## src/ti_mem_cfg.svh

```systemverilog
// widths, memory map tags, reset delay and wait-state count for the memory subsystem
`ifndef TI_MEM_CFG_SVH
`define TI_MEM_CFG_SVH

// ==============================
// bus widths
// ==============================
`define TI_WADDR_W 23   // cpu word address, A0 is not a byte select
`define TI_HADDR_W 32   // host side address
`define TI_PAD_AW  9    // 512 words per lane
`define TI_LANES   2    // lane 0 low byte, lane 1 high byte

// ==============================
// timing
// ==============================

// reset counter width, top bit releases the system
`define TI_RESET_DELAY_BITS 24

// wait states held on an external access when no done arrives
`define TI_WAIT_CYCLES 100

// ==============================
// host address tags
// ==============================
`define TI_CTRL_TAG 8'hFF   // top byte, cpu control register
`define TI_RAM_TAG  4'h0    // top nibble, bootloader ram window

`endif
```

## src/reset_release.sv

```systemverilog
// reset_release: lock-qualified delay counter and reset button gating
`timescale 1ns/1ps
`default_nettype none

`include "ti_mem_cfg.svh"

module reset_release
#(
  parameter int P_DELAY_BITS = `TI_RESET_DELAY_BITS
)
(
  input  logic clk,
  input  logic i_rst,
  input  logic i_lock,     // clock source locked
  input  logic i_btn_n,    // reset button, low pressed
  output logic o_sys_rst_n
);

  logic [P_DELAY_BITS-1:0] dly_cnt;
  logic                    dly_done;

  assign dly_done = dly_cnt[P_DELAY_BITS-1];  // half range reached

  always_ff @(posedge clk)
  begin
    if (i_rst)
    begin
      dly_cnt     <= '0;
      o_sys_rst_n <= 1'b0;
    end
    else
    begin
      // lock term here so a lost lock drops reset on the next edge
      o_sys_rst_n <= i_btn_n & i_lock & dly_done;
      if (!i_lock)
        dly_cnt <= '0;                 // restart on every lock loss
      else if (!dly_done)
        dly_cnt <= dly_cnt + 1'b1;     // then sticks at top bit
    end
  end

  // button press must hold the system in reset on the following cycle
  a_btn_holds_reset: assert property (@(posedge clk) disable iff (i_rst)
    !i_btn_n |=> !o_sys_rst_n);

endmodule

`default_nettype wire

```

## config.mk

```make
export PLATFORM = sky130hd
export DESIGN_NAME = reset_release
export DESIGN_NICKNAME = d
export VERILOG_FILES = /design/src/reset_release.sv
export VERILOG_INCLUDE_DIRS = /design/src /design/src/src
export SDC_FILE = /design/constraint.sdc
export NUM_CORES = 1
export LEC_CHECK = 0
export ABC_CLOCK_PERIOD_IN_PS = 1760
export BUFFER_PORTS_ARGS = -buffer_cell sky130_fd_sc_hd__buf_2
export CAP_MARGIN = 20
export CORE_MARGIN = 1.5
export CORE_UTILIZATION = 53
export DETAILED_ROUTE_END_ITERATION = 10
export PLACE_DENSITY_LB_ADDON = 0.05
export SLEW_MARGIN = 20
export SYNTH_ARGS = -nofsm -noshare
export SYNTH_HDL_FRONTEND = slang
export SYNTH_SLANG_ARGS = --single-unit
```

## constraint.sdc

```tcl
create_clock -name clk -period 1.76 [get_ports clk]
set_clock_uncertainty 0.2 [all_clocks]
set_input_delay 0.44 -clock clk [delete_from_list [all_inputs] [get_ports clk]]
set_output_delay 0.44 -clock clk [all_outputs]
set_load 0.01 [all_outputs]
```

==> summary.md <==
| Metric | Value |
|---|---|
| GPL Wtd Cong | 0.768 |
| Top Ports | 5 |
| Antenna violation net count after detailed routing | 0 |
| Min-delay src | i_btn_n |
| Syn avg cell area | 9.26 um^2 |
| Via/cell ratio | 5.61 |
| Worst setup EP type | flip-flop |
| Storage element area | 518 um^2 |
| Worst-skew pair later-pin latency | 0.32 ns |
| Std cell rows | 16 |
| Yosys cell types | 31 |
| Antenna cells | 0 |
| Clock Power Share | 0.303 |
| Synth top cells by count | dfxtp_1, nor2_1, a21oi_1 |
| Maximum vdd drop | 588 uV |
| DR WL/cell | 12.7 um |
| Int Power | 0.000662 W |
| Pwr dens | 596 mW/mm^2 |
| Switch share | 0.218 |
| Prevailing post-synth register cell | dfxtp_1 |
| Wire length of the first global-routing pass | 3870 um |
| Flops & latches, synth | 25 |
| Starting Density | 0.577 |
| Status | finished, final reports clean |
| Hold-fix buffers, CTS | 0 |
| Finished Layout Cells | 175 |
| Comb pwr share | 0.026 |
| Critical Path AT | 1.81 ns |
| Total congestion overflow | 0 |
| Max Cap Viol | 0 |
| Post-synth top area share | 0.429 |
| Core area | 0.00202 mm^2 |
| Critical-path top delay cell | or4_4 |
| 1st-pass router iterations | 4 |
| Number of DRC markers in iteration 0 | 18 |
| Layout cells sized above 1 | 0.338 |
| Worst r2r path cells | 5 |
| Vias in the first global route | 949 |
| Hold depth | 2 |
| Endpoints failing setup | 0 |
| Post-layout util | 0.702 |
| TritonCTS clock tree | yes |
| Crit path max fanout | 8 |
| Synth async-reset ratio | 0 |
| Initial antenna violation count | 0 |
| Final nets | 154 |
| Final worst path period share | 0.994 |
| Via count | 982 |
| Required @ worst endpoint | 1.82 ns |
| Hold Slack | 0.143 ns |
| Rel. slew slack | 0.807 |
| Area grow syn2layout | 21.7% |
| Final Power | 0.000847 W |
| Drt total wl | 2220 um |
| TNS Setup | 0 ns |
| DIE WIDTH | 49.9 um |
| Largest net degree at the start of global routing | 22 |
| Remaining DRCs | 0 |
| Max-slew violations | 0 |
| Cells after synthesis | 126 |
| Die area | 0.00249 mm^2 |
| Most frequent cell after synthesis | dfxtp_1 |
| I/O Buffers | 4 |
| Post-synth net total | 131 |
| Reg power frac | 0.671 |
| Root Driver | clkbuf_4 |
| CTS Buf Count | 3 |
| Sequential share of the synthesized area | 0.429 |
| # H-tree levels | 1 |
| Max Buffers Root-to-Sink | 2 |
| Post-synth EDFFs | 0 |
| Die extent in y | 49.9 um |
| FILL cells | 176 |
| Critical Path, Cell by Cell | ha_4, and3b_2, nand3_4, or4_4, a21oi_2 |
| Placed instance count | 166 |
| Clock transition at path regs | 0.13 ns |
| Unrepaired setup endpoints after global routing | yes |
| Final Hold Vio Count | 0 |
| Clock net sink count | 25 |
| Multi-input gate area | 642 um^2 |
| Worst flop-to-flop path endpoint | dly_cnt[22] |
| Crit path largest cell delay | 0.53 ns |
| Crit path kind | flip-flop to flip-flop |
| Hpwl dp | 1530 um |
| Least-Margin Pin Slew | 0.287 ns |
| Max Fclk | 0.572 GHz |
| Reg2Reg Setup Slack | 0.01 ns |
| Type of the worst min-delay path | primary input to flip-flop |
| Cell taking the most area after synthesis | dfxtp_1 |
| Total GRT Usage | 0.202 |
| Post-route minimum period | 1.75 ns |
| Reg-to-reg critical path startpoint | dly_cnt[1] |
| WHS Endpoint | o_sys_rst_n |
| Largest cells by area after synthesis | dfxtp_1, xor2_1, or4_1 |
| Synthesized area | 0.00117 mm^2 |
| P_sw | 0.000185 W |
| Static Leak | 0.486 nW |
| Critical Path Source Type | flip-flop |
| Warning count from the yosys run | 0 |
-- metal layers --
metal / up-vias / wire [um] / GRT usage
li1: 502 / - / -
met3: 5 / 47 / 0.0273
met4: 0 / 45 / 0.111
met1: 462 / 1100 / 0.245
met5: - / 0 / 0
met2: 13 / 1030 / 0.340
-- worst max path at each step --
stage,from,end,depth (start not counted)
floorplan,dly_cnt[23],dly_cnt[21],6
global placement,dly_cnt[1],dly_cnt[14],6
detailed placement,dly_cnt[3],dly_cnt[22],4
CTS,dly_cnt[1],dly_cnt[22],5
global route,dly_cnt[1],dly_cnt[22],5
finish,dly_cnt[1],dly_cnt[22],5
-- layout make-up --
type | count | share of cell area
Timing Repair Buffer | 26 | 0.138
Inverter | 1 | 0.00264
Sequential cell | 25 | 0.365
Multi-Input combinational cell | 92 | 0.452
Clock buffer | 4 | 0.0185
Tap cell | 27 | 0.0238
-- timing repair --
item | CTS | global route
pin swaps | 1 | 12
buffers inserted | 0 | 5
endpoints found under the setup margin | 6 | 9
resized for setup | 7 | 14
-- worst max-delay path, delay by kind of cell, from the launching register on --
kind / cells / cell delay [ns]
compound gates: 1 / 0.12
flops: 1 / 0.39
simple gates: 3 / 0.85
fa+ha+maj: 1 / 0.12
-- layout by cell type, fill, tap and decap left out, drive strengths merged --
cell type  netlist  final
nor2            12     12
nor4             1      1
ha               1      1
nand2b           1      1
clkbuf           3      4
and2b            1      1
xnor2            3      3
or4              8      8
or3              3      3
buf              5     26
and4b            1      1
mux2i            1      1
a21oi           10     10
and3b            1      1
nand3            6      6
inv              1      1
and2             2      2
o31ai            7      7
nor2b            1      1
dfxtp           25     25
o21ai            4      4
and4             3      3
xor2             8      8
nand2            8      8
nand4            8      8
o21a             1      1
and3             1      1
-- kinds of logic (layout without fill, tap and decap cells) --
logic type | Yosys count | in the layout | share of synthesized area
multiplexers | 1 | 1 | 0.00857
buffers and inverters | 9 | 31 | 0.0643
XOR/XNOR | 11 | 11 | 0.0825
AND/OR/NAND/NOR | 57 | 57 | 0.294
flip-flops | 25 | 25 | 0.429
AO/OA/AOI/OAI | 22 | 22 | 0.111
adder cells (fa/ha/maj) | 1 | 1 | 0.0107
-- registers in the layout, indices dropped and copies added (netlist names) --
signal       cells
dly_cnt         24
o_sys_rst_n      1
-- power by group through the flow --
stage | combinational (W) | clock, W | sequential [W]
finish | 0.0000217 | 0.000257 | 0.000568
global route | 0.0000248 | 0.000283 | 0.000569
CTS | 0.0000209 | 0.000271 | 0.000570
detailed placement | 0.0000210 | 0 | 0.000584
global placement | 0.0000208 | 0 | 0.000584
floorplan | 0.0000128 | 0 | 0.000584
-- per-stage QoR --
step	area [um^2]	setup WS, ns
global placement	1290	0.0367
finish	1420	0.0106
CTS	1340	-0.00477
floorplan	1180	0.00165
global route	1420	-0.0504
detailed placement	1290	-0.0311
No activity file was read; power rests on OpenSTA's default activity.
