**src/ti_mem_cfg.svh**
```systemverilog
// widths, memory map tags, reset delay and wait-state count for the memory subsystem
`ifndef TI_MEM_CFG_SVH
`define TI_MEM_CFG_SVH

// ==============================
// bus widths
// ==============================
`define TI_WADDR_W 23   // cpu word address, A0 is not a byte select
`define TI_HADDR_W 32   // host side address
`define TI_PAD_AW  9    // 512 words per lane
`define TI_LANES   2    // lane 0 low byte, lane 1 high byte

// ==============================
// timing
// ==============================

// reset counter width, top bit releases the system
`define TI_RESET_DELAY_BITS 24

// wait states held on an external access when no done arrives
`define TI_WAIT_CYCLES 100

// ==============================
// host address tags
// ==============================
`define TI_CTRL_TAG 8'hFF   // top byte, cpu control register
`define TI_RAM_TAG  4'h0    // top nibble, bootloader ram window

`endif
```
**src/ti_mem_pkg.sv**
```systemverilog
// shared typedefs, region enum and bus structs for the memory subsystem
`default_nettype none

`include "ti_mem_cfg.svh"

package ti_mem_pkg;

  // plain vectors with a meaning
  typedef logic [`TI_WADDR_W-1:0]   word_addr_t;  // cpu word address
  typedef logic [`TI_HADDR_W-1:0]   host_addr_t;  // host address
  typedef logic [7:0]               byte_t;
  typedef logic [`TI_LANES*8-1:0]   word_t;       // one byte per lane
  typedef logic [`TI_PAD_AW-1:0]    pad_addr_t;   // scratchpad lane index

  // cpu memory bus, strobes active low except as
  typedef struct packed {
    word_addr_t addr;
    logic       oe_n;   // read
    logic       we_n;   // write
    logic       lb_n;   // low byte enable
    logic       ub_n;   // high byte enable
    logic       as;     // address strobe, one cycle
    word_t      wdata;
  } cpu_bus_t;

  // where a cpu access lands
  typedef enum logic [1:0] {
    REG_NONE = 2'd0,    // unmapped, reads zero
    REG_PAD  = 2'd1,    // on-chip scratchpad
    REG_EXT  = 2'd2     // external memory
  } region_t;

  // bootloader side of the host bridge
  typedef struct packed {
    host_addr_t addr;
    byte_t      wdata;
    logic       read_rq;    // held until read ack
    logic       write_rq;   // held until write ack
  } boot_req_t;

endpackage

`default_nettype wire

```
**src/read_mux.sv**
```systemverilog
// read_mux: region pipeline stage and cpu read-data select
`timescale 1ns/1ps
`default_nettype none

module read_mux
  import ti_mem_pkg::*;
(
  input  logic    clk,
  input  logic    i_rst,
  input  region_t i_region,
  input  word_t   i_lane_rdata,   // {high lane, low lane}
  input  word_t   i_ext_rdata,
  output word_t   o_cpu_rdata
);

  region_t region_q;   // lines up with ram read latency

  always_ff @(posedge clk)
  begin
    if (i_rst)
      region_q <= REG_NONE;
    else
      region_q <= i_region;
  end

  always_comb
  begin
    case (region_q)
      REG_PAD: o_cpu_rdata = i_lane_rdata;
      REG_EXT: o_cpu_rdata = i_ext_rdata;   // external data not registered
      default: o_cpu_rdata = '0;            // unmapped reads zero
    endcase
  end

endmodule

`default_nettype wire

```
**config.mk**
```make
export PLATFORM = sky130hd
export DESIGN_NAME = read_mux
export DESIGN_NICKNAME = d
export VERILOG_FILES = /design/src/ti_mem_pkg.sv /design/src/read_mux.sv
export VERILOG_INCLUDE_DIRS = /design/src /design/src/src
export SDC_FILE = /design/constraint.sdc
export NUM_CORES = 1
export LEC_CHECK = 0
export ABC_CLOCK_PERIOD_IN_PS = 1100
export BUFFER_PORTS_ARGS = -buffer_cell sky130_fd_sc_hd__buf_2
export CAP_MARGIN = 20
export CORE_MARGIN = 3
export CORE_UTILIZATION = 29
export CTS_CLUSTER_SIZE = 14
export DETAILED_ROUTE_END_ITERATION = 8
export HOLD_SLACK_MARGIN = 0.03
export PLACE_DENSITY = 0.76
export RECOVER_POWER = 50
export SLEW_MARGIN = 10
export SYNTH_ARGS = -nofsm -noshare
export SYNTH_HDL_FRONTEND = slang
export SYNTH_SLANG_ARGS = --single-unit
```
**constraint.sdc**
```tcl
create_clock -name clk -period 1.1 [get_ports clk]
set_input_delay 0.055 -clock clk [delete_from_list [all_inputs] [get_ports clk]]
set_output_delay 0.055 -clock clk [all_outputs]
set_load 0.05 [all_outputs]
```
==> results of run 1 <==
power by group through the flow:
stage	sequential [mW]	clock, mW	combinational [mW]
after floorplan	0.0800	0	0.294
after global placement	0.0803	0	0.376
after detailed placement	0.0806	0	0.380
after CTS	0.0830	0.166	0.456
after global routing	0.0825	0.174	0.503
final	0.0821	0.161	0.477
cell type report:
type / count / area (sq um) / share of cell area [%]
Clock buffer: 3 / 22.5 / 2.20
Inverter: 2 / 10.0 / 0.979
Multi-Input combinational cell: 36 / 443 / 43.3
Sequential cell: 2 / 45.0 / 4.41
Tap cell: 14 / 17.5 / 1.71
Timing Repair Buffer: 61 / 484 / 47.4
cell families after synthesis:
| group | Yosys count | synth area share (%) |
|---|---|---|
| DFF | 2 | 10.4 |
| AOI/OAI and AO/OA | 16 | 45.6 |
| adders and majority gates | 2 | 6.51 |
| buffers and inverters | 8 | 18.6 |
| and+or+nand+nor | 18 | 18.9 |
layer usage:
metal,part of all wire [%],wire [um],global-route usage [%],vias up
li1,-,-,-,284
met4,0,0,11.8,0
met2,60,1090,39.8,20
met1,36,643,20.8,285
met5,0,0,0,-
met3,4.3,77,2.15,0
timing repair:
action / 4_1_cts / 5_1_grt
gates cloned: 1 / 0
hold endpoints to repair: 2 / 0
gates resized for setup: 53 / 8
pin swaps: 25 / 13
hold buffers: 1 / 0
setup endpoints to repair: 16 / 16
cells in the final DEF (no fill, tap or decap), types with 2 or more instances in the layout:
master	synthesis	final
buf_4	0	2
buf_8	0	7
clkbuf_4	0	3
buf_2	1	34
a22oi_2	11	16
buf_6	3	16
nor2_4	0	16
nor2b_1	2	2
ha_4	0	2
final timing paths:
kind / endpoint / slack, ns / cells after the start
worst min-delay path: region_q[0]$_SDFF_PP0_ / 0.05 / 2
worst max-delay path: o_cpu_rdata[10] / -0.32 / 6
stage by stage:
step                      power [mW]  TNS, ns  hold slack [ns]
after global routing           0.759    -5.31           0.0494
after floorplan                0.374    -1.86            0.119
after global placement         0.456    -2.40            0.220
after CTS                      0.705    -4.66           0.0431
after detailed placement       0.461    -2.86            0.224
final                          0.720    -4.66           0.0483
==> impl_metrics.json, run 1 <==
{
  "arrival_ns": 1.37,
  "top_register": "region_q",
  "ys_seq_area_share_pct": 10.4,
  "slew_headroom_pct": 85.0,
  "finalHoldViolations": 0,
  "io_pins": 52,
  "cts_tree": "done",
  "vias": 589,
  "grt_overflow": 0,
  "grt_pass1_vias": 695,
  "synth.area.top_cells": "a22oi_2 (36%), nor2_1 (16%), dfxtp_1 (10%)",
  "p_switching_uw": 314,
  "leakagePower_nw": 0.412,
  "critical_path_required_ns": 1.04,
  "critPathSlowestCell": "dfxtp_2",
  "start_util_pct": 32.8,
  "fmax_mhz": 704,
  "p_per_area_nw_per_um2": 705,
  "nets": 144,
  "synth_common_cells": "nor2_1 (16), a22oi_2 (11), a22oi_1 (5)",
  "drt_pass1_iterations": 4,
  "grt_antenna_before_repair": 0,
  "internal-power_uw": 406,
  "wirelength_um": 1810,
  "yosysTopAreaCellShare_pct": 35.8,
  "synth_edf_count": 0,
  "finalSetupViolCount": 16,
  "drtAntennaViolNets": 0,
  "die_area_sq_um": 1800,
  "drv_cap": 0,
  "syn_avg_cell_area_sq_um": 8.35,
  "dp_hpwl_um": 1130,
  "cts_root_buffer": "clkbuf_4",
  "syn-cell-area_sq_um": 384,
  "area_growth_pct": 166,
  "synth_cell_types": 11,
  "fin_crit_ns": 1.42,
  "pre_cts_slack_ns": -0.204,
  "yosysTopAreaCell": "a22oi_2",
  "grt_max_degree": 9,
  "worst_setup_path_start_kind": "register",
  "crit_path_cell_trace": "inv_2 > ha_4 > buf_8 > a22oi_2 > nor2_4 > buf_6",
  "rsz0062_at_grt": "true",
  "synth_cells": 46,
  "timing.final.ws_setup_ns": -0.321,
  "cts.sinks": 2,
  "ys.flop_type": "dfxtp_1",
  "antenna_cells": 0,
  "p_clk_share_pct": 22.3,
  "worstSetupPathType": "reg2out",
  "grt_usage_pct": 20.7,
  "ys_warn_count": 0,
  "place_inst": 113,
  "hold_class": "in2reg",
  "seqPwrFrac_pct": 11.4,
  "startpoint": "region_q[1]$_SDFF_PP0_",
  "cts.clk_slew.worst_paths_ns": 0.03,
  "p_comb_share_pct": 66.3,
  "reg.largest.list": "region_q (2)",
  "yosysMostFrequentCell": "nor2_1",
  "min_from": "i_region[0]",
  "worst_slew_pin_slew_ns": 0.225,
  "place_area_sq_um": 774,
  "failed_checks": "negative setup slack",
  "synthArstFlopShare_pct": 0,
  "final_layout_size_suffix_gt1_share_pct": 96.2,
  "cts_buffers": 3,
  "drc": 0,
  "drv_slew": 0,
  "coreArea_sq_um": 1170,
  "end_kind": "output port",
  "critPathMaxFanout": 8,
  "ys_ff_latch": 2,
  "wl_per_cell_um": 15.3,
  "htreeDepth": 1,
  "dieHeight_um": 42.4,
  "syn_nets": 84,
  "cp_top_family": "flip-flops",
  "largest_reg_flops": 2,
  "place_congestion": 0.634,
  "clockBufferDepth": 2,
  "path_buf_inv": 3,
  "rows": 12,
  "layoutNonFillerInstCount": 118,
  "cp_slowest_stage_delay_ns": 0.35,
  "fillers": 58,
  "final_core_util_pct": 87.3,
  "via_per_inst": 4.99,
  "dr.first_iter.drc_count": 2,
  "io_buffers": 51,
  "vdd_drop_max_uv": 613,
  "grt_pass1_wl_um": 2930,
  "post-route-period-util_pct": 129,
  "postCtsSetupRepairBufs": 0,
  "status": "finished, violations left",
  "fp.dieW_um": 42.4,
  "netSwitchingFraction_pct": 43.6,
  "final_area_sq_um": 1020
}
Note: power is estimated with default switching activity, not from simulation.
==> run 2: changes to the inputs <==
--- a/config.mk
+++ b/config.mk
@@ -17,4 +17,5 @@
 export PLACE_DENSITY = 0.76
 export RECOVER_POWER = 50
+export SETUP_SLACK_MARGIN = 0.05
 export SLEW_MARGIN = 10
 export SYNTH_ARGS = -nofsm -noshare
==> constraint.sdc (replaced) <==
create_clock -name clk -period 1.1 [get_ports clk]
set_input_delay 0.055 -clock clk [delete_from_list [all_inputs] [get_ports clk]]
set_output_delay 0.055 -clock clk [all_outputs]
set_load 0.1 [all_outputs]
==> run 2 against run 1 <==
  * The run still ends with negative setup slack left
  * Highest routed layer is now met4
  * Design area increased by 8.4%
  * Critical path depth unchanged
  * Utilization increased by 7.4 points
  * Cell count decreased by 0.85%
  * Worst setup slack got worse by 0.094 ns
  * First-iteration DRC count increased to 3.0 times the previous value
  * Wire length increased by 46%
  * Via count increased by 9.8%
==> impl_metrics.json, run 2 (synthesis results as in run 1) <==
{
  "hold_class": "in2reg",
  "fp.dieW_um": 42.4,
  "end_kind": "output port",
  "min_from": "i_region[0]",
  "p_per_area_nw_per_um2": 804,
  "nets": 143,
  "fmax_mhz": 660,
  "coreArea_sq_um": 1170,
  "arrival_ns": 1.46,
  "final_layout_size_suffix_gt1_share_pct": 95.1,
  "failed_checks": "negative setup slack",
  "leakagePower_nw": 0.429,
  "place_inst": 111,
  "drv_slew": 0,
  "cts.clk_slew.worst_paths_ns": 0.04,
  "start_util_pct": 32.8,
  "holdPathEnd": "region_q[0]$_SDFF_PP0_",
  "final_area_sq_um": 1110,
  "fillers": 35,
  "htreeDepth": 1,
  "antenna_cells": 0,
  "grt_overflow": 0,
  "mostFrequentLayoutCell": "buf_2",
  "post-route-period-util_pct": 138,
  "cts_buffers": 3,
  "cts_tree": "done",
  "fin_crit_ns": 1.51,
  "io_buffers": 51,
  "slew_headroom_pct": 82.9,
  "top_register": "region_q",
  "vias": 647,
  "critical_path_required_ns": 1.04,
  "grt_max_degree": 12,
  "wirelength_um": 2640,
  "postCtsSetupRepairBufs": 0,
  "rsz0062_at_grt": "true",
  "place_congestion": 0.669,
  "finalHoldViolations": 0,
  "wl_per_cell_um": 22.6,
  "dieHeight_um": 42.4,
  "hold_ws_ns": 0.0398,
  "worst_setup_path_start_kind": "register",
  "io_pins": 52,
  "timing.final.ws_setup_ns": -0.415,
  "drt_pass1_iterations": 4,
  "area_growth_pct": 189,
  "grt_pass1_vias": 787,
  "dr.first_iter.drc_count": 6,
  "dp_hpwl_um": 1480,
  "drc": 0,
  "via_per_inst": 5.53,
  "reg.largest.list": "region_q (2)",
  "rows": 12,
  "worst_slew_pin_slew_ns": 0.257,
  "vdd_drop_max_uv": 850,
  "final_cell_mix": "buf_2 (35), buf_12 (17), a22oi_2 (16), nor2_4 (16)",
  "hold_depth": 2,
  "cts_root_buffer": "clkbuf_4",
  "die_area_sq_um": 1800,
  "finalSetupViolCount": 16,
  "grt_usage_pct": 31.4,
  "critPathMaxFanout": 5,
  "grt_pass1_wl_um": 4070,
  "worstSetupPathType": "reg2out",
  "status": "finished, violations left",
  "place_area_sq_um": 1010,
  "cts.sinks": 2,
  "clockBufferDepth": 2,
  "largest_reg_flops": 2,
  "drtAntennaViolNets": 0,
  "layoutNonFillerInstCount": 117,
  "grt_antenna_before_repair": 0,
  "drv_cap": 0
}
==> run 2: routing by layer <==
metal,vias up,global-route usage [%],part of all wire [%]
li1,279,-,-
met1,312,28.8,33
met2,44,59.9,55
met3,12,6.87,6.0
met4,0,21.1,6.0
met5,-,0,0
==> run 2: where the power goes <==
| part | internal, mW | switching [mW] |
|---|---|---|
| clock network | 0.122 | 0.0589 |
| registers | 0.0778 | 0.00436 |
| logic | 0.242 | 0.386 |
| total | 0.442 | 0.449 |
==> run 2: worst max-delay path, cell delays in order (launching register included) <==
cell and delay [ns]:
dfxtp_2 0.35, inv_2 0.05, ha_4 0.17, buf_2 0.17, a22oi_2 0.25, nor2_4 0.07
buf_12 0.17
==> run 2: area by class of cell <==
class | instances | area (sq um) | area share (%)
clock buffer | 3 | 22.5 | 2.03
inverter | 2 | 7.51 | 0.677
multi-input combinational | 36 | 433 | 39.1
sequential | 2 | 42.5 | 3.84
tap | 14 | 17.5 | 1.58
timing repair buffer | 60 | 586 | 52.8
==> run 2: worst max path at each step <==
stage                            from               to  cells past startpoint
2_1_floorplan  region_q[0]$_SDFF_PP0_  o_cpu_rdata[10]                      5
3_3_place_gp   region_q[0]$_SDFF_PP0_  o_cpu_rdata[14]                      6
3_5_place_dp   region_q[1]$_SDFF_PP0_  o_cpu_rdata[15]                      6
4_1_cts        region_q[0]$_SDFF_PP0_  o_cpu_rdata[12]                      6
5_1_grt        region_q[0]$_SDFF_PP0_   o_cpu_rdata[1]                      6
6_report       region_q[1]$_SDFF_PP0_   o_cpu_rdata[7]                      6
==> run 2: what timing repair did <==
action	4_1_cts	5_1_grt
gates resized for setup	14	0
cloned	2	0
hold buffers	1	0
setup endpoints to repair	16	16
hold endpoints to repair	2	0
pin swaps	3	2
==> run 2: stage by stage <==
stage | power, mW | setup WS (ns) | setup TNS [ns] | util [%]
after floorplan | 0.471 | -0.384 | -5.22 | -
after global placement | 0.652 | -0.138 | -1.83 | 86.4
after detailed placement | 0.665 | -0.175 | -2.49 | 86.4
after CTS | 0.886 | -0.389 | -5.87 | 94.8
after global routing | 0.917 | -0.448 | -6.72 | 94.7
final | 0.891 | -0.415 | -6.20 | 94.7
==> run 3: changes to the inputs <==
- CORE_AREA: unset -> 3 3 40 42
- CORE_MARGIN: 3 -> unset
- CORE_UTILIZATION: 29 -> unset
- CTS_BUF_LIST: unset -> sky130_fd_sc_hd__clkbuf_8
- DIE_AREA: unset -> 0 0 43 45
==> run 3 against run 2 <==
  * The run still ends with negative setup slack left
  * Sequential power shrank 2%
  * Non-clock buffer count fell by 1
  * Utilization decreased by 5.2 points
  * Combinational power down 1%
  * Cell count unchanged
==> impl_metrics.json, run 3 (synthesis results as in run 1) <==
{
  "cts_root_buffer": "clkbuf_8",
  "post-route-period-util_pct": 131,
  "grt_overflow": 0,
  "slew_headroom_pct": 85.0,
  "mostFrequentLayoutCell": "buf_2",
  "grt_usage_pct": 23.5,
  "worst_setup_path_start_kind": "register",
  "hold_class": "in2reg",
  "fin_crit_ns": 1.44,
  "wl_per_cell_um": 17.9,
  "drc": 0,
  "dieHeight_um": 45,
  "top_register": "region_q",
  "final_area_sq_um": 1150,
  "end_kind": "output port",
  "grt_max_degree": 17,
  "fmax_mhz": 693,
  "worst_slew_pin_slew_ns": 0.225,
  "cp_slowest_stage_delay_ns": 0.35,
  "place_congestion": 0.729,
  "nets": 142,
  "die_area_sq_um": 1940,
  "vias": 596,
  "seq_area_sq_um": 47.5,
  "area_growth_pct": 199,
  "cts.sinks": 2,
  "finalSetupViolCount": 16,
  "clockBufferDepth": 2,
  "fillers": 59,
  "dp_hpwl_um": 1390,
  "grt_pass1_wl_um": 3280,
  "finalSetupTns_ns": -4.91,
  "grt_pass1_vias": 642,
  "reg.largest.list": "region_q (2)",
  "place_area_sq_um": 1010,
  "critPathMaxFanout": 5,
  "cts_buffers": 3,
  "cts.clk_slew.worst_paths_ns": 0.03,
  "pre_cts_slack_ns": -0.200,
  "crit_path_cell_trace": "inv_2 > ha_4 > buf_6 > a22oi_2 > nor2_4 > buf_12",
  "largest_reg_flops": 2,
  "antenna_cells": 0,
  "fp.dieW_um": 43,
  "io_pins": 52,
  "final_cell_mix": "buf_2 (34), buf_12 (17), a22oi_2 (16), nor2_4 (16), buf_6 (6)",
  "p_per_area_nw_per_um2": 866,
  "drtAntennaViolNets": 0,
  "critical_path_required_ns": 1.04,
  "finalHoldViolations": 0,
  "arrival_ns": 1.39,
  "timing.final.ws_setup_ns": -0.344,
  "htreeDepth": 1,
  "postCtsSetupRepairBufs": 0,
  "io_buffers": 51,
  "vdd_drop_max_uv": 1410,
  "dr.first_iter.drc_count": 10,
  "failed_checks": "negative setup slack",
  "via_per_inst": 5.09,
  "leakagePower_nw": 0.439,
  "coreArea_sq_um": 1280,
  "critPathSlowestCell": "dfxtp_4",
  "status": "finished, violations left",
  "drv_slew": 0,
  "rsz0062_at_grt": "true",
  "grt_antenna_before_repair": 0,
  "cts_tree": "done",
  "worstSetupPathType": "reg2out",
  "start_util_pct": 29.9,
  "final_layout_size_suffix_gt1_share_pct": 96.1,
  "power.total_uw": 995,
  "drv_cap": 0,
  "drt_pass1_iterations": 4,
  "rows": 13,
  "multiInputGateArea_sq_um": 443,
  "wirelength_um": 2090
}
[run 3: cell count changes in the layout (fill, tap and decap cells not counted), sizes merged]
| cell | delta |
|---|---|
| buf | -1 |
[run 3: timing repair]
action	CTS	global route
hold endpoints to repair	2	0
pin swaps	11	13
resized for setup	18	3
endpoints found under the setup margin	16	16
gates cloned	1	0
hold buffers	1	0
[run 3: worst max-delay path: cells and delay by family (launching register included)]
kind / cells / cell delay (ns)
AOI/OAI and AO/OA: 1 / 0.24
adders and majority gates: 1 / 0.17
buffers and inverters: 3 / 0.34
DFF: 1 / 0.35
and+or+nand+nor: 1 / 0.07
[run 3: area by class of cell]
type                            count  share of cell area [%]
Multi-Input combinational cell     36                    38.5
Tap cell                           15                    1.63
Timing Repair Buffer               59                    51.5
Inverter                            2                   0.653
Clock buffer                        3                    3.59
Sequential cell                     2                    4.13
[run 3: worst paths after layout]
path / endpoint / cells after the start / slack (ns) / start
min: region_q[0]$_SDFF_PP0_ / 2 / 0.07 / i_region[0]
max: o_cpu_rdata[10] / 6 / -0.34 / region_q[0]$_SDFF_PP0_
[run 3: report_power, final]
| part | switching, mW | total, mW | internal, mW |
|---|---|---|---|
| sequential | 0.00513 | 0.0804 | 0.0753 |
| clock | 0.0627 | 0.295 | 0.232 |
| combinational | 0.376 | 0.620 | 0.244 |
[run 3: layer usage]
| layer | GRT usage, % | vias to the layer above | routed length, um |
|---|---|---|---|
| met1 | 24.7 | 286 | 702 |
| li1 | - | 277 | - |
| met4 | 10.8 | 0 | 43 |
| met3 | 4.38 | 4 | 125 |
| met5 | 0 | - | 0 |
| met2 | 45.2 | 29 | 1220 |
[run 3: per-stage QoR]
stage | hold slack (ns) | util, % | cells
after floorplan | 0.119 | - | 46
after global placement | 0.220 | 78.9 | 112
after detailed placement | 0.230 | 78.9 | 112
after CTS | 0.0701 | 88.9 | 117
after global routing | 0.0926 | 89.5 | 117
final | 0.0709 | 89.5 | 117
