==> config.mk <==
export PLATFORM = sky130hd
export DESIGN_NAME = ext_wait
export DESIGN_NICKNAME = d
export VERILOG_FILES = /design/src/ti_mem_pkg.sv /design/src/ext_wait.sv
export VERILOG_INCLUDE_DIRS = /design/src /design/src/src
export SDC_FILE = /design/constraint.sdc
export NUM_CORES = 1
export LEC_CHECK = 0
export ABC_CLOCK_PERIOD_IN_PS = 1520
export BUFFER_PORTS_ARGS = -buffer_cell sky130_fd_sc_hd__buf_2
export CORE_MARGIN = 2
export CORE_UTILIZATION = 28
export DETAILED_ROUTE_END_ITERATION = 8
export PLACE_DENSITY_LB_ADDON = 0.15
export SYNTH_ARGS = -nofsm -noshare
export SYNTH_HDL_FRONTEND = slang
export SYNTH_SLANG_ARGS = --single-unit
==> constraint.sdc <==
create_clock -name clk -period 1.52 [get_ports clk]
set_clock_uncertainty 0.15 [all_clocks]
set_input_delay 0.152 -clock clk [delete_from_list [all_inputs] [get_ports clk]]
set_output_delay 0.152 -clock clk [all_outputs]
set_load 0.02 [all_outputs]
==> src/ti_mem_cfg.svh <==
// widths, memory map tags, reset delay and wait-state count for the memory subsystem
`ifndef TI_MEM_CFG_SVH
`define TI_MEM_CFG_SVH

// ==============================
// bus widths
// ==============================
`define TI_WADDR_W 23   // cpu word address, A0 is not a byte select
`define TI_HADDR_W 32   // host side address
`define TI_PAD_AW  9    // 512 words per lane
`define TI_LANES   2    // lane 0 low byte, lane 1 high byte

// ==============================
// timing
// ==============================

// reset counter width, top bit releases the system
`define TI_RESET_DELAY_BITS 24

// wait states held on an external access when no done arrives
`define TI_WAIT_CYCLES 100

// ==============================
// host address tags
// ==============================
`define TI_CTRL_TAG 8'hFF   // top byte, cpu control register
`define TI_RAM_TAG  4'h0    // top nibble, bootloader ram window

`endif
==> src/ti_mem_pkg.sv <==
// shared typedefs, region enum and bus structs for the memory subsystem
`default_nettype none

`include "ti_mem_cfg.svh"

package ti_mem_pkg;

  // plain vectors with a meaning
  typedef logic [`TI_WADDR_W-1:0]   word_addr_t;  // cpu word address
  typedef logic [`TI_HADDR_W-1:0]   host_addr_t;  // host address
  typedef logic [7:0]               byte_t;
  typedef logic [`TI_LANES*8-1:0]   word_t;       // one byte per lane
  typedef logic [`TI_PAD_AW-1:0]    pad_addr_t;   // scratchpad lane index

  // cpu memory bus, strobes active low except as
  typedef struct packed {
    word_addr_t addr;
    logic       oe_n;   // read
    logic       we_n;   // write
    logic       lb_n;   // low byte enable
    logic       ub_n;   // high byte enable
    logic       as;     // address strobe, one cycle
    word_t      wdata;
  } cpu_bus_t;

  // where a cpu access lands
  typedef enum logic [1:0] {
    REG_NONE = 2'd0,    // unmapped, reads zero
    REG_PAD  = 2'd1,    // on-chip scratchpad
    REG_EXT  = 2'd2     // external memory
  } region_t;

  // bootloader side of the host bridge
  typedef struct packed {
    host_addr_t addr;
    byte_t      wdata;
    logic       read_rq;    // held until read ack
    logic       write_rq;   // held until write ack
  } boot_req_t;

endpackage

`default_nettype wire

==> src/ext_wait.sv <==
// ext_wait: delayed external strobe, wait-state counter and busy outputs
`timescale 1ns/1ps
`default_nettype none

`include "ti_mem_cfg.svh"

module ext_wait
  import ti_mem_pkg::*;
(
  input  logic       clk,
  input  logic       i_rst,
  input  cpu_bus_t   i_cpu,
  input  region_t    i_region,
  input  logic       i_ext_done,    // memory finished the access
  output logic       o_ext_as,
  output logic       o_ext_wr_n,
  output word_addr_t o_ext_addr,
  output logic       o_mem_busy,
  output logic       o_use_busy
);

  localparam int CNT_W = $clog2(`TI_WAIT_CYCLES + 1);

  logic             ext_sel;
  logic             as_ext;     // strobe qualified, combinational
  logic [CNT_W-1:0] busy_cnt;

  assign ext_sel = (i_region == REG_EXT);
  assign as_ext  = i_cpu.as && ext_sel;

  // ==============================
  // strobe delay and wait states
  // ==============================
  always_ff @(posedge clk)
  begin
    if (i_rst)
    begin
      o_ext_as <= 1'b0;
      busy_cnt <= '0;
    end
    else
    begin
      o_ext_as <= as_ext;   // one edge late, memory sees a settled address
      if (i_ext_done)
        busy_cnt <= '0;                       // done cuts the wait short
      else if (as_ext)
        busy_cnt <= CNT_W'(`TI_WAIT_CYCLES);
      else if (busy_cnt != '0)
        busy_cnt <= busy_cnt - 1'b1;
    end
  end

  assign o_mem_busy = (busy_cnt != '0);
  assign o_use_busy = ext_sel && (!i_cpu.oe_n || !i_cpu.we_n);

  // straight through to the memory controller
  assign o_ext_wr_n = i_cpu.we_n;
  assign o_ext_addr = i_cpu.addr;

  // memory strobe only ever follows an external cpu strobe
  a_as_follows_cpu: assert property (@(posedge clk) disable iff (i_rst)
    o_ext_as |-> $past(i_cpu.as && (i_region == REG_EXT)));

endmodule

`default_nettype wire

==> results of run 1 <==
-- state kept, by name, summed over array words and instances (netlist names) --
signal	flops
busy_cnt	7
o_ext_as	1
-- final timing paths --
check / slack, ns / end
setup / recovery: -0.08 / o_mem_busy
hold / removal: 0.04 / busy_cnt[5]
setup reg to reg: -0.04 / busy_cnt[6]
hold reg to reg: 0.34 / busy_cnt[1]
-- report_power, final --
part	switching, W	internal [W]
combinational	0.000218	0.000282
clock	0.0000680	0.0000901
sequential	0.0000184	0.000237
-- per-stage QoR --
step	setup TNS [ns]	hold slack [ns]	std cells
3_3_place_gp	-0.1438	0.1541	89
4_1_cts	-0.1641	0.04045	96
6_report	-0.1370	0.04411	96
3_5_place_dp	-0.09032	0.1541	89
2_1_floorplan	0	0.07438	68
5_1_grt	-0.5057	0.05642	96
-- cells in the final DEF, fill, tap and decap left out, drive strengths merged --
master       instances
nand3b               1
o311ai               1
dfxtp                8
nor3                 5
xnor2                2
o31ai                2
a31oi                2
a21oi                2
o31a                 2
a211oi               1
nor3b                1
dlygate4sd3          1
inv                  5
ha                   1
or2                  1
clkbuf               3
nand2b               3
nand4bb              1
nand2                1
nor4                 1
nor2                 2
buf                 22
or3                  1
-- cell usage after synthesis --
cell type  instances
nand2b_1           3
nor3_1             4
nor3_2             1
dfxtp_1            8
buf_6              1
nand4bb_1          1
nor4_1             1
o311ai_0           1
o31ai_1            2
or2_2              1
nand2_1            1
nor2_1             2
or3_1              1
ha_1               1
a211oi_2           1
o31a_1             2
a21oi_1            2
xnor2_1            2
buf_4             24
a31oi_1            2
nor3b_1            1
inv_1              5
nand3b_1           1
-- kinds of logic after synthesis --
family / synth area share, %
DFF: 27.53
and+or+nand+nor: 18.07
AOI/OAI and AO/OA: 13.12
adders and majority gates: 2.150
xor gates and xnor gates: 3.011
buffers and inverters: 36.13
-- worst max-delay path, stage by stage, from the launching register on --
cell	delay, ns
dfxtp_2	0.31
or3_4	0.41
nor3_4	0.16
inv_2	0.05
buf_6	0.12
-- layout make-up --
class / instances / area share, %
multi-input cells: 30 / 38.82
flip-flops and latches: 8 / 25.29
repair buffers: 23 / 24.12
well taps: 27 / 5.294
clock buffers: 3 / 3.529
inverters: 5 / 2.941
-- layer usage --
layer / share of wire, % / wire, um
met4: 3.0 / 30
met1: 40 / 400
met2: 49 / 490
met5: 0 / 0
met3: 8.4 / 84
-- what timing repair did --
action,in CTS,in global routing
endpoints found under the hold margin,1,0
hold buffers,1,0
pin swaps,2,0
gates resized for setup,9,1
cloned,0,0
setup endpoints to repair,3,6
setup buffers,4,0
==> run metrics, run 1 <==
outcome complete, but fails checks; failing checks negative setup slack; Worst Reg2Reg Path Length in Cells 5; maximum VDD drop between 400 and 500 uV; die span in y 49.59 um; Starting Density between 20% and 30%; worst r2r src busy_cnt[4]; GPL Wtd Cong between 0.6 and 0.7; Multi-input gate area 247.7 sq um; number of synthesized register bits 8; CTS buffer count 3; Die X a little under 50 um; PD cells approximately 1400 mW/mm^2; Area Growth Syn to Fin 9.677%; max-cap violations 0; FMAX around 620 MHz; Iteration-0 DRC Markers 4; routed len/inst about 10 um; hold path depth 3; met2 Use GR between 10 and 15%; vias in the first global route roughly 410; Critical Path RT around 1.2 ns; pin count of the biggest net entering global routing 9; grt total ovfl 0; H-tree depth 1; area post-placement between 500 and 600 sq um; Synth Area per Inst around 8.6 sq um; arrival time worst endpoint 1.30 ns; Tightest Pin Transition ~0.3 ns; beginning of the critical path busy_cnt[4]; Distinct cells, synth 23; Worst-path clk slew roughly 0.05 ns; dpl hpwl 748.1 um; GR Layer Usage met3 between 2 and 2.5%; Final Core Density 32.53%; leakage ~0.27 nW; Synth top area share between 30% and 40%; first-pass GRT wire length 1635 um; Setup WS pre-CTS -0.03664 ns; fin nets 121; Final period util 105.3%; GRT Max-Usage Layer met2; I/O pin cnt 76; clk sinks 8; core region area about 0.002 sq mm; CTS max path bufs 2; Worst Slack Setup Final -0.08092 ns; CTS tree built; syn_nets 118; Tmin final between 1.5 and 2 ns; critical path class flop to output port; final WL ~1000 um; crit path max fanout 3; Slew HR between 70% and 80%; met1 usage roughly a tenth; # diodes 0; via count approximately 420; input/output buffers 11; FILL cells roughly 240; worst skew pair latency 0.25 ns; endpoints failing hold 0; share of layout cells above drive strength 1 about 51%; Total GRT Usage under 10%; Tot Pwr roughly 0.00091 W; Synth area leader buf_4; Core Rows 16; Remaining DRCs 0; RSZ-0062 raised after global routing true; mapped cell area between 500 and 600 sq um; hold_sp i_ext_done; Final Max Slew Viols 0; Worst Setup End Kind output port; root buffer cell clkbuf_4; Design Area, Final around 640 sq um; initial antenna violation count 0; startpoint type of the worst setup path flop; Reg area 161.4 sq um; Area contributors post-synth buf_4 (31%), dfxtp_1 (28%), nor3_1 (3.4%), inv_1 (3.2%), nand2b_1 (3.2%); Synth Instances 68; sequential area share after synthesis around 28%; Yosys warnings 0; die area approximately 0.0025 sq mm; first drt pass iteration count 4; drt via density roughly 4.4; HP Class primary input to flop; final setup violation count 4; Routed Antenna Nets 0
Note: power is estimated with default switching activity, not from simulation.
==> run 2, diff against run 1 <==
--- a/config.mk
+++ b/config.mk
@@ -6,10 +6,10 @@
 export SDC_FILE = /design/constraint.sdc
 export NUM_CORES = 1
 export LEC_CHECK = 0
-export ABC_CLOCK_PERIOD_IN_PS = 1520
+export ABC_CLOCK_PERIOD_IN_PS = 1900
 export BUFFER_PORTS_ARGS = -buffer_cell sky130_fd_sc_hd__buf_2
 export CORE_MARGIN = 2
-export CORE_UTILIZATION = 28
+export CORE_UTILIZATION = 33
 export DETAILED_ROUTE_END_ITERATION = 8
 export PLACE_DENSITY_LB_ADDON = 0.15
 export SYNTH_ARGS = -nofsm -noshare
==> constraint.sdc (replaced) <==
create_clock -name clk -period 1.9 [get_ports clk]
set_clock_uncertainty 0.15 [all_clocks]
set_input_delay 0.19 -clock clk [delete_from_list [all_inputs] [get_ports clk]]
set_output_delay 0.19 -clock clk [all_outputs]
set_load 0.02 [all_outputs]
==> run metrics, run 2 (same netlist as run 1, synthesis figures left out) <==
Die X 45.99 um (-7.3%); worst skew pair latency 0.26 ns (about the same); R2R Setup Slk 0.36 ns (+0.40 ns); hold path depth 3 (unchanged); CTS max path bufs 2 (unchanged); core region area 0.001689 sq mm (-14%); worst reg2reg endpoint busy_cnt[1]; Critical Path RT 1.56 ns (+0.34 ns); max-cap violations 0 (unchanged); startpoint type of the worst setup path flop; critical path depth 4 (unchanged); CP max-delay cell or3_4; drt via density 5.079 (+17%); share of layout cells above drive strength 1 32.20% (-19 points); Tot Pwr 0.0005877 W (-36%); maximum VDD drop 339.5 uV (-17%); Largest Register busy_cnt; CP bufs+invs 2 (unchanged); # diodes 0 (unchanged); input/output buffers 11 (unchanged); Tightest Pin Transition 0.2891 ns (-0.008419 ns); die span in y 45.99 um (-7.3%); endpoints failing hold 0 (unchanged); CTS tree built; most frequent cells in the layout buf_2 (11), dfxtp_1 (8), inv_1 (5), nor3_1 (4); worst r2r src busy_cnt[0]; Remaining DRCs 0 (unchanged); critical path class flop to output port; FILL cells 188 (-20%); max reg flops 7 (unchanged); GPL Wtd Cong 0.7262 (+8.5%); I/O pin cnt 76 (unchanged); die area 0.002115 sq mm (-14%); Slew HR 80.48% (+0.50 points); top flop regs busy_cnt (7), o_ext_as (1); Tmin final between 1.5 and 2 ns; Worst-path clk slew 0.06 ns (about the same); Starting Density 34.44% (+4.8 points); final setup violation count 0 (-4); vias in the first global route 293 (-28%); Total GRT Usage 9.501% (+0.62 points); grt total ovfl 0 (unchanged); crit path max fanout 8 (+5); first-pass GRT wire length 1297 um (-21%); WHS Endpoint busy_cnt[2]; dpl hpwl 682.3 um (-8.8%); Worst path top cell family by delay simple AND/OR/NAND/NOR gates; PD cells 1148 mW/mm^2 (-20%); pin count of the biggest net entering global routing 9 (unchanged); HP Class primary input to flop; hold_sp i_ext_done; initial antenna violation count 0 (unchanged); root buffer cell clkbuf_4; Iteration-0 DRC Markers 1 (-3); Final Max Slew Viols 0 (unchanged); Cell Chain, Critical Path or3_4, nor3_2, inv_1, buf_2; most common cell after layout, fill and taps aside buf_2; setup TNS 0 ns (+0.1370 ns); H-tree depth 1 (unchanged); final WL 907 um (-9.8%); via count 386 (-7.7%); FMAX around 570 MHz; Post-CTS Setup Inserts 0 (-4); Final period util around 90%; arrival time worst endpoint 1.42 ns (+0.12 ns); Worst Reg2Reg Path Length in Cells 6 (+1); CP peak stage delay 0.43 ns (+0.02 ns); Area Growth Syn to Fin -12.04%; leakage 0.2161 nW (-21%); RSZ-0062 raised after global routing false; first drt pass iteration count 2 (-2); fin nets 111 (-8.3%); clk sinks 8 (unchanged); Core Rows 15 (-1); routed len/inst 11.93 um (+14%); Worst Setup End Kind output port; CTS buffer count 3 (unchanged); outcome completed; Routed Antenna Nets 0 (unchanged)
==> run 2: changes by cell type in the layout (fill, tap and decap cells not counted), sizes merged <==
cell	previous run	this run
buf	22	12
==> run 2: what timing repair did <==
| action | in CTS | in global routing |
|---|---|---|
| setup endpoints to repair | 0 | 1 |
| hold buffers | 1 | 0 |
| endpoints found under the hold margin | 1 | 0 |
| resized for setup | 0 | 1 |
==> run 2: worst reg2reg max path, cell delays in order, from the launching register on <==
cell and delay [ns]:
dfxtp_1 0.40, inv_1 0.06, ha_1 0.23, nand2b_1 0.20
nor3_2 0.07, buf_4 0.15, a211oi_2 0.20
==> run 2: how the worst max path moves through the flow <==
stage	from	endpoint	slack, ns
after CTS	busy_cnt[3]	o_mem_busy	0.03
after global routing	busy_cnt[1]	o_mem_busy	0.008
after floorplan	busy_cnt[3]	o_mem_busy	0.34
final	busy_cnt[2]	o_mem_busy	0.14
after detailed placement	busy_cnt[3]	o_mem_busy	0.31
after global placement	busy_cnt[2]	o_mem_busy	0.31
==> run 2: report_power, final <==
part / internal (W) / switching, W
Combinational: 0.000117 / 0.000126
Sequential: 0.000189 / 0.0000241
Clock: 0.0000723 / 0.0000589
==> run 2: cell type report <==
cell class	instances	area [sq um]	area share, %
timing repair buffer	13	72.57	14.18
inverter	5	18.77	3.667
multi-input combinational	30	216.5	42.30
tap	17	21.27	4.156
sequential	8	160.2	31.30
clock buffer	3	22.52	4.401
==> run 2: layer usage <==
layer / part of all wire, % / up-vias / track usage [%]
li1: - / 192 / -
met1: 39 / 175 / 10.48
met2: 46 / 12 / 11.39
met3: 9.8 / 7 / 4.762
met4: 4.9 / 0 / 12.00
met5: 0 / - / 0
==> run 2: stage by stage <==
| step | hold WS (ns) | utilization, % | worst slack (ns) | cell area (sq um) | std cells |
|---|---|---|---|---|---|
| 2_1_floorplan | 0.1124 | - | 0.3409 | 581.8 | 68 |
| 3_3_place_gp | 0.2116 | 28.07 | 0.3081 | 474.2 | 72 |
| 3_5_place_dp | 0.2128 | 28.07 | 0.3139 | 474.2 | 72 |
| 4_1_cts | 0.07555 | 30.00 | 0.03113 | 506.7 | 76 |
| 5_1_grt | 0.1043 | 30.30 | 0.008198 | 511.7 | 76 |
| 6_report | 0.07747 | 30.30 | 0.1384 | 511.7 | 76 |
==> run 3, diff against run 2 <==
--- a/config.mk
+++ b/config.mk
@@ -9,7 +9,8 @@
 export ABC_CLOCK_PERIOD_IN_PS = 1900
 export BUFFER_PORTS_ARGS = -buffer_cell sky130_fd_sc_hd__buf_2
 export CORE_MARGIN = 2
-export CORE_UTILIZATION = 33
+export CORE_UTILIZATION = 34
+export CTS_BUF_LIST = sky130_fd_sc_hd__clkbuf_2
 export DETAILED_ROUTE_END_ITERATION = 8
 export PLACE_DENSITY_LB_ADDON = 0.15
 export SYNTH_ARGS = -nofsm -noshare
==> run metrics, run 3 (same netlist as run 1, synthesis figures left out) <==
Cell Chain, Critical Path or3_4, nor3_2, inv_1, buf_2; first-pass GRT wire length 1435 um (+11%); CTS buffer count 3 (unchanged); core region area 0.001559 sq mm (-7.7%); final setup violation count 0 (unchanged); Die X 45.37 um (-1.4%); leakage 0.2147 nW (-0.62%); FILL cells 167 (-11%); GRT Max-Usage Layer met2; final WL 980 um (+8.0%); Area Growth Syn to Fin -13.55%; Remaining DRCs 0 (unchanged); endpoints failing hold 0 (unchanged); # diodes 0 (unchanged); crit path max fanout 8 (unchanged); Post-Layout Cell Count 75 (-1.3%); RSZ-0062 raised after global routing false; vias in the first global route 318 (+8.5%); fin nets 111 (unchanged); startpoint type of the worst setup path flop; Tot Pwr 0.0005608 W (-4.6%); top flop regs busy_cnt (7), o_ext_as (1); most frequent cells in the layout buf_2 (11), dfxtp_1 (8), inv_1 (5), nor3_1 (4); H-tree depth 1 (unchanged); Largest Register busy_cnt; Post-CTS Setup Inserts 0 (unchanged); HP Class primary input to flop; dpl hpwl 747.3 um (+9.5%); first drt pass iteration count 2 (unchanged); met2 Use GR 13.43% (+2.0 points); Iteration-0 DRC Markers 3 (+2); I/O pin cnt 76 (unchanged); arrival time worst endpoint 1.42 ns (about the same); worst skew pair latency 0.23 ns (-0.03 ns); Tmin final 1.763 ns (+0.001500 ns); CTS max path bufs 2 (unchanged); most common cell after layout, fill and taps aside buf_2; PD cells 1115 mW/mm^2 (-2.9%); GPL Wtd Cong 0.6806 (-6.3%); Tightest Pin Transition 0.3018 ns (+0.01272 ns); max reg flops 7 (unchanged); pin count of the biggest net entering global routing 9 (unchanged); CTS tree built; GR Layer Usage met3 4.400% (-0.36 points); Core Rows 14 (-1); Total GRT Usage 10.01% (+0.51 points); outcome completed; Routed Antenna Nets 0 (unchanged); placed insts 71 (-1.4%); grt total ovfl 0 (unchanged); share of layout cells above drive strength 1 32.20% (unchanged); setup TNS 0 ns (unchanged); maximum VDD drop 320.7 uV (-5.6%); CP peak stage delay 0.44 ns (about the same); die span in y 45.37 um (-1.4%); clk sinks 8 (unchanged); Final Max Slew Viols 0 (unchanged); met1 usage 11.84% (+1.4 points); drt via density 5.067 (-0.24%); Worst-path clk slew 0.09 ns (+0.03 ns); Slew HR 79.62% (-0.86 points); Final period util 92.80% (about the same); Critical Path RT 1.56 ns (about the same); Starting Density 37.32% (+2.9 points); max-cap violations 0 (unchanged); routed len/inst 13.07 um (+9.5%); critical path class flop to output port; Final Core Density 32.26% (+2.0 points); CP max-delay cell or3_4; via count 380 (-1.6%); input/output buffers 11 (unchanged); root buffer cell clkbuf_2; hold_ws 0.08953 ns (+0.01206 ns); die area 0.002058 sq mm (-2.7%); FMAX 567.2 MHz (about the same); Worst Setup End Kind output port; initial antenna violation count 0 (unchanged)
-- run 3: cell counts in the layout (fill, tap and decap cells not counted) --
Identical to the previous run, type by type.
-- run 3: through the flow --
stage | setup WS, ns | area, sq um
finish | 0.1369 | 503.0
global route | 0.003942 | 503.0
CTS | 0.02710 | 498.0
detailed placement | 0.3070 | 473.0
global placement | 0.2996 | 473.0
floorplan | 0.3409 | 581.8
-- run 3: metal layers --
layer	share of wire [%]	routed length [um]
met1	42	414
met2	46	454
met3	9.7	95
met4	1.7	17
met5	0	0
-- run 3: final timing paths --
check                                 start          end  slack (ns)  cells after the start
worst max-delay path            busy_cnt[3]   o_mem_busy        0.14                      4
worst min-delay path             i_ext_done  busy_cnt[5]        0.09                      3
worst min register to register  busy_cnt[6]  busy_cnt[6]        0.35                      2
worst max register to register  busy_cnt[0]  busy_cnt[1]        0.36                      6
-- run 3: final cells by class --
type | instances | area [sq um] | share of cell area (%)
tap | 16 | 20.02 | 3.980
timing repair buffer | 13 | 72.57 | 14.43
multi-input combinational | 30 | 216.5 | 43.03
clock buffer | 3 | 15.01 | 2.985
sequential | 8 | 160.2 | 31.84
inverter | 5 | 18.77 | 3.731
-- run 3: what timing repair did --
action,4_1_cts,5_1_grt
gates resized for setup,0,1
hold buffers,1,0
endpoints found under the setup margin,0,1
endpoints found under the hold margin,1,0
-- run 3: power by group --
part           internal, W  leakage, nW  total, W  switching [W]
logic             0.000117        0.137  0.000245       0.000128
registers         0.000189       0.0652  0.000213      0.0000242
clock network    0.0000431       0.0125  0.000103      0.0000601
-- run 3: worst max-delay path, delay by kind of cell, from the launching register on --
kind	cells	cell delay, ns
flops	1	0.34
simple gates	2	0.64
buf+inv	2	0.20
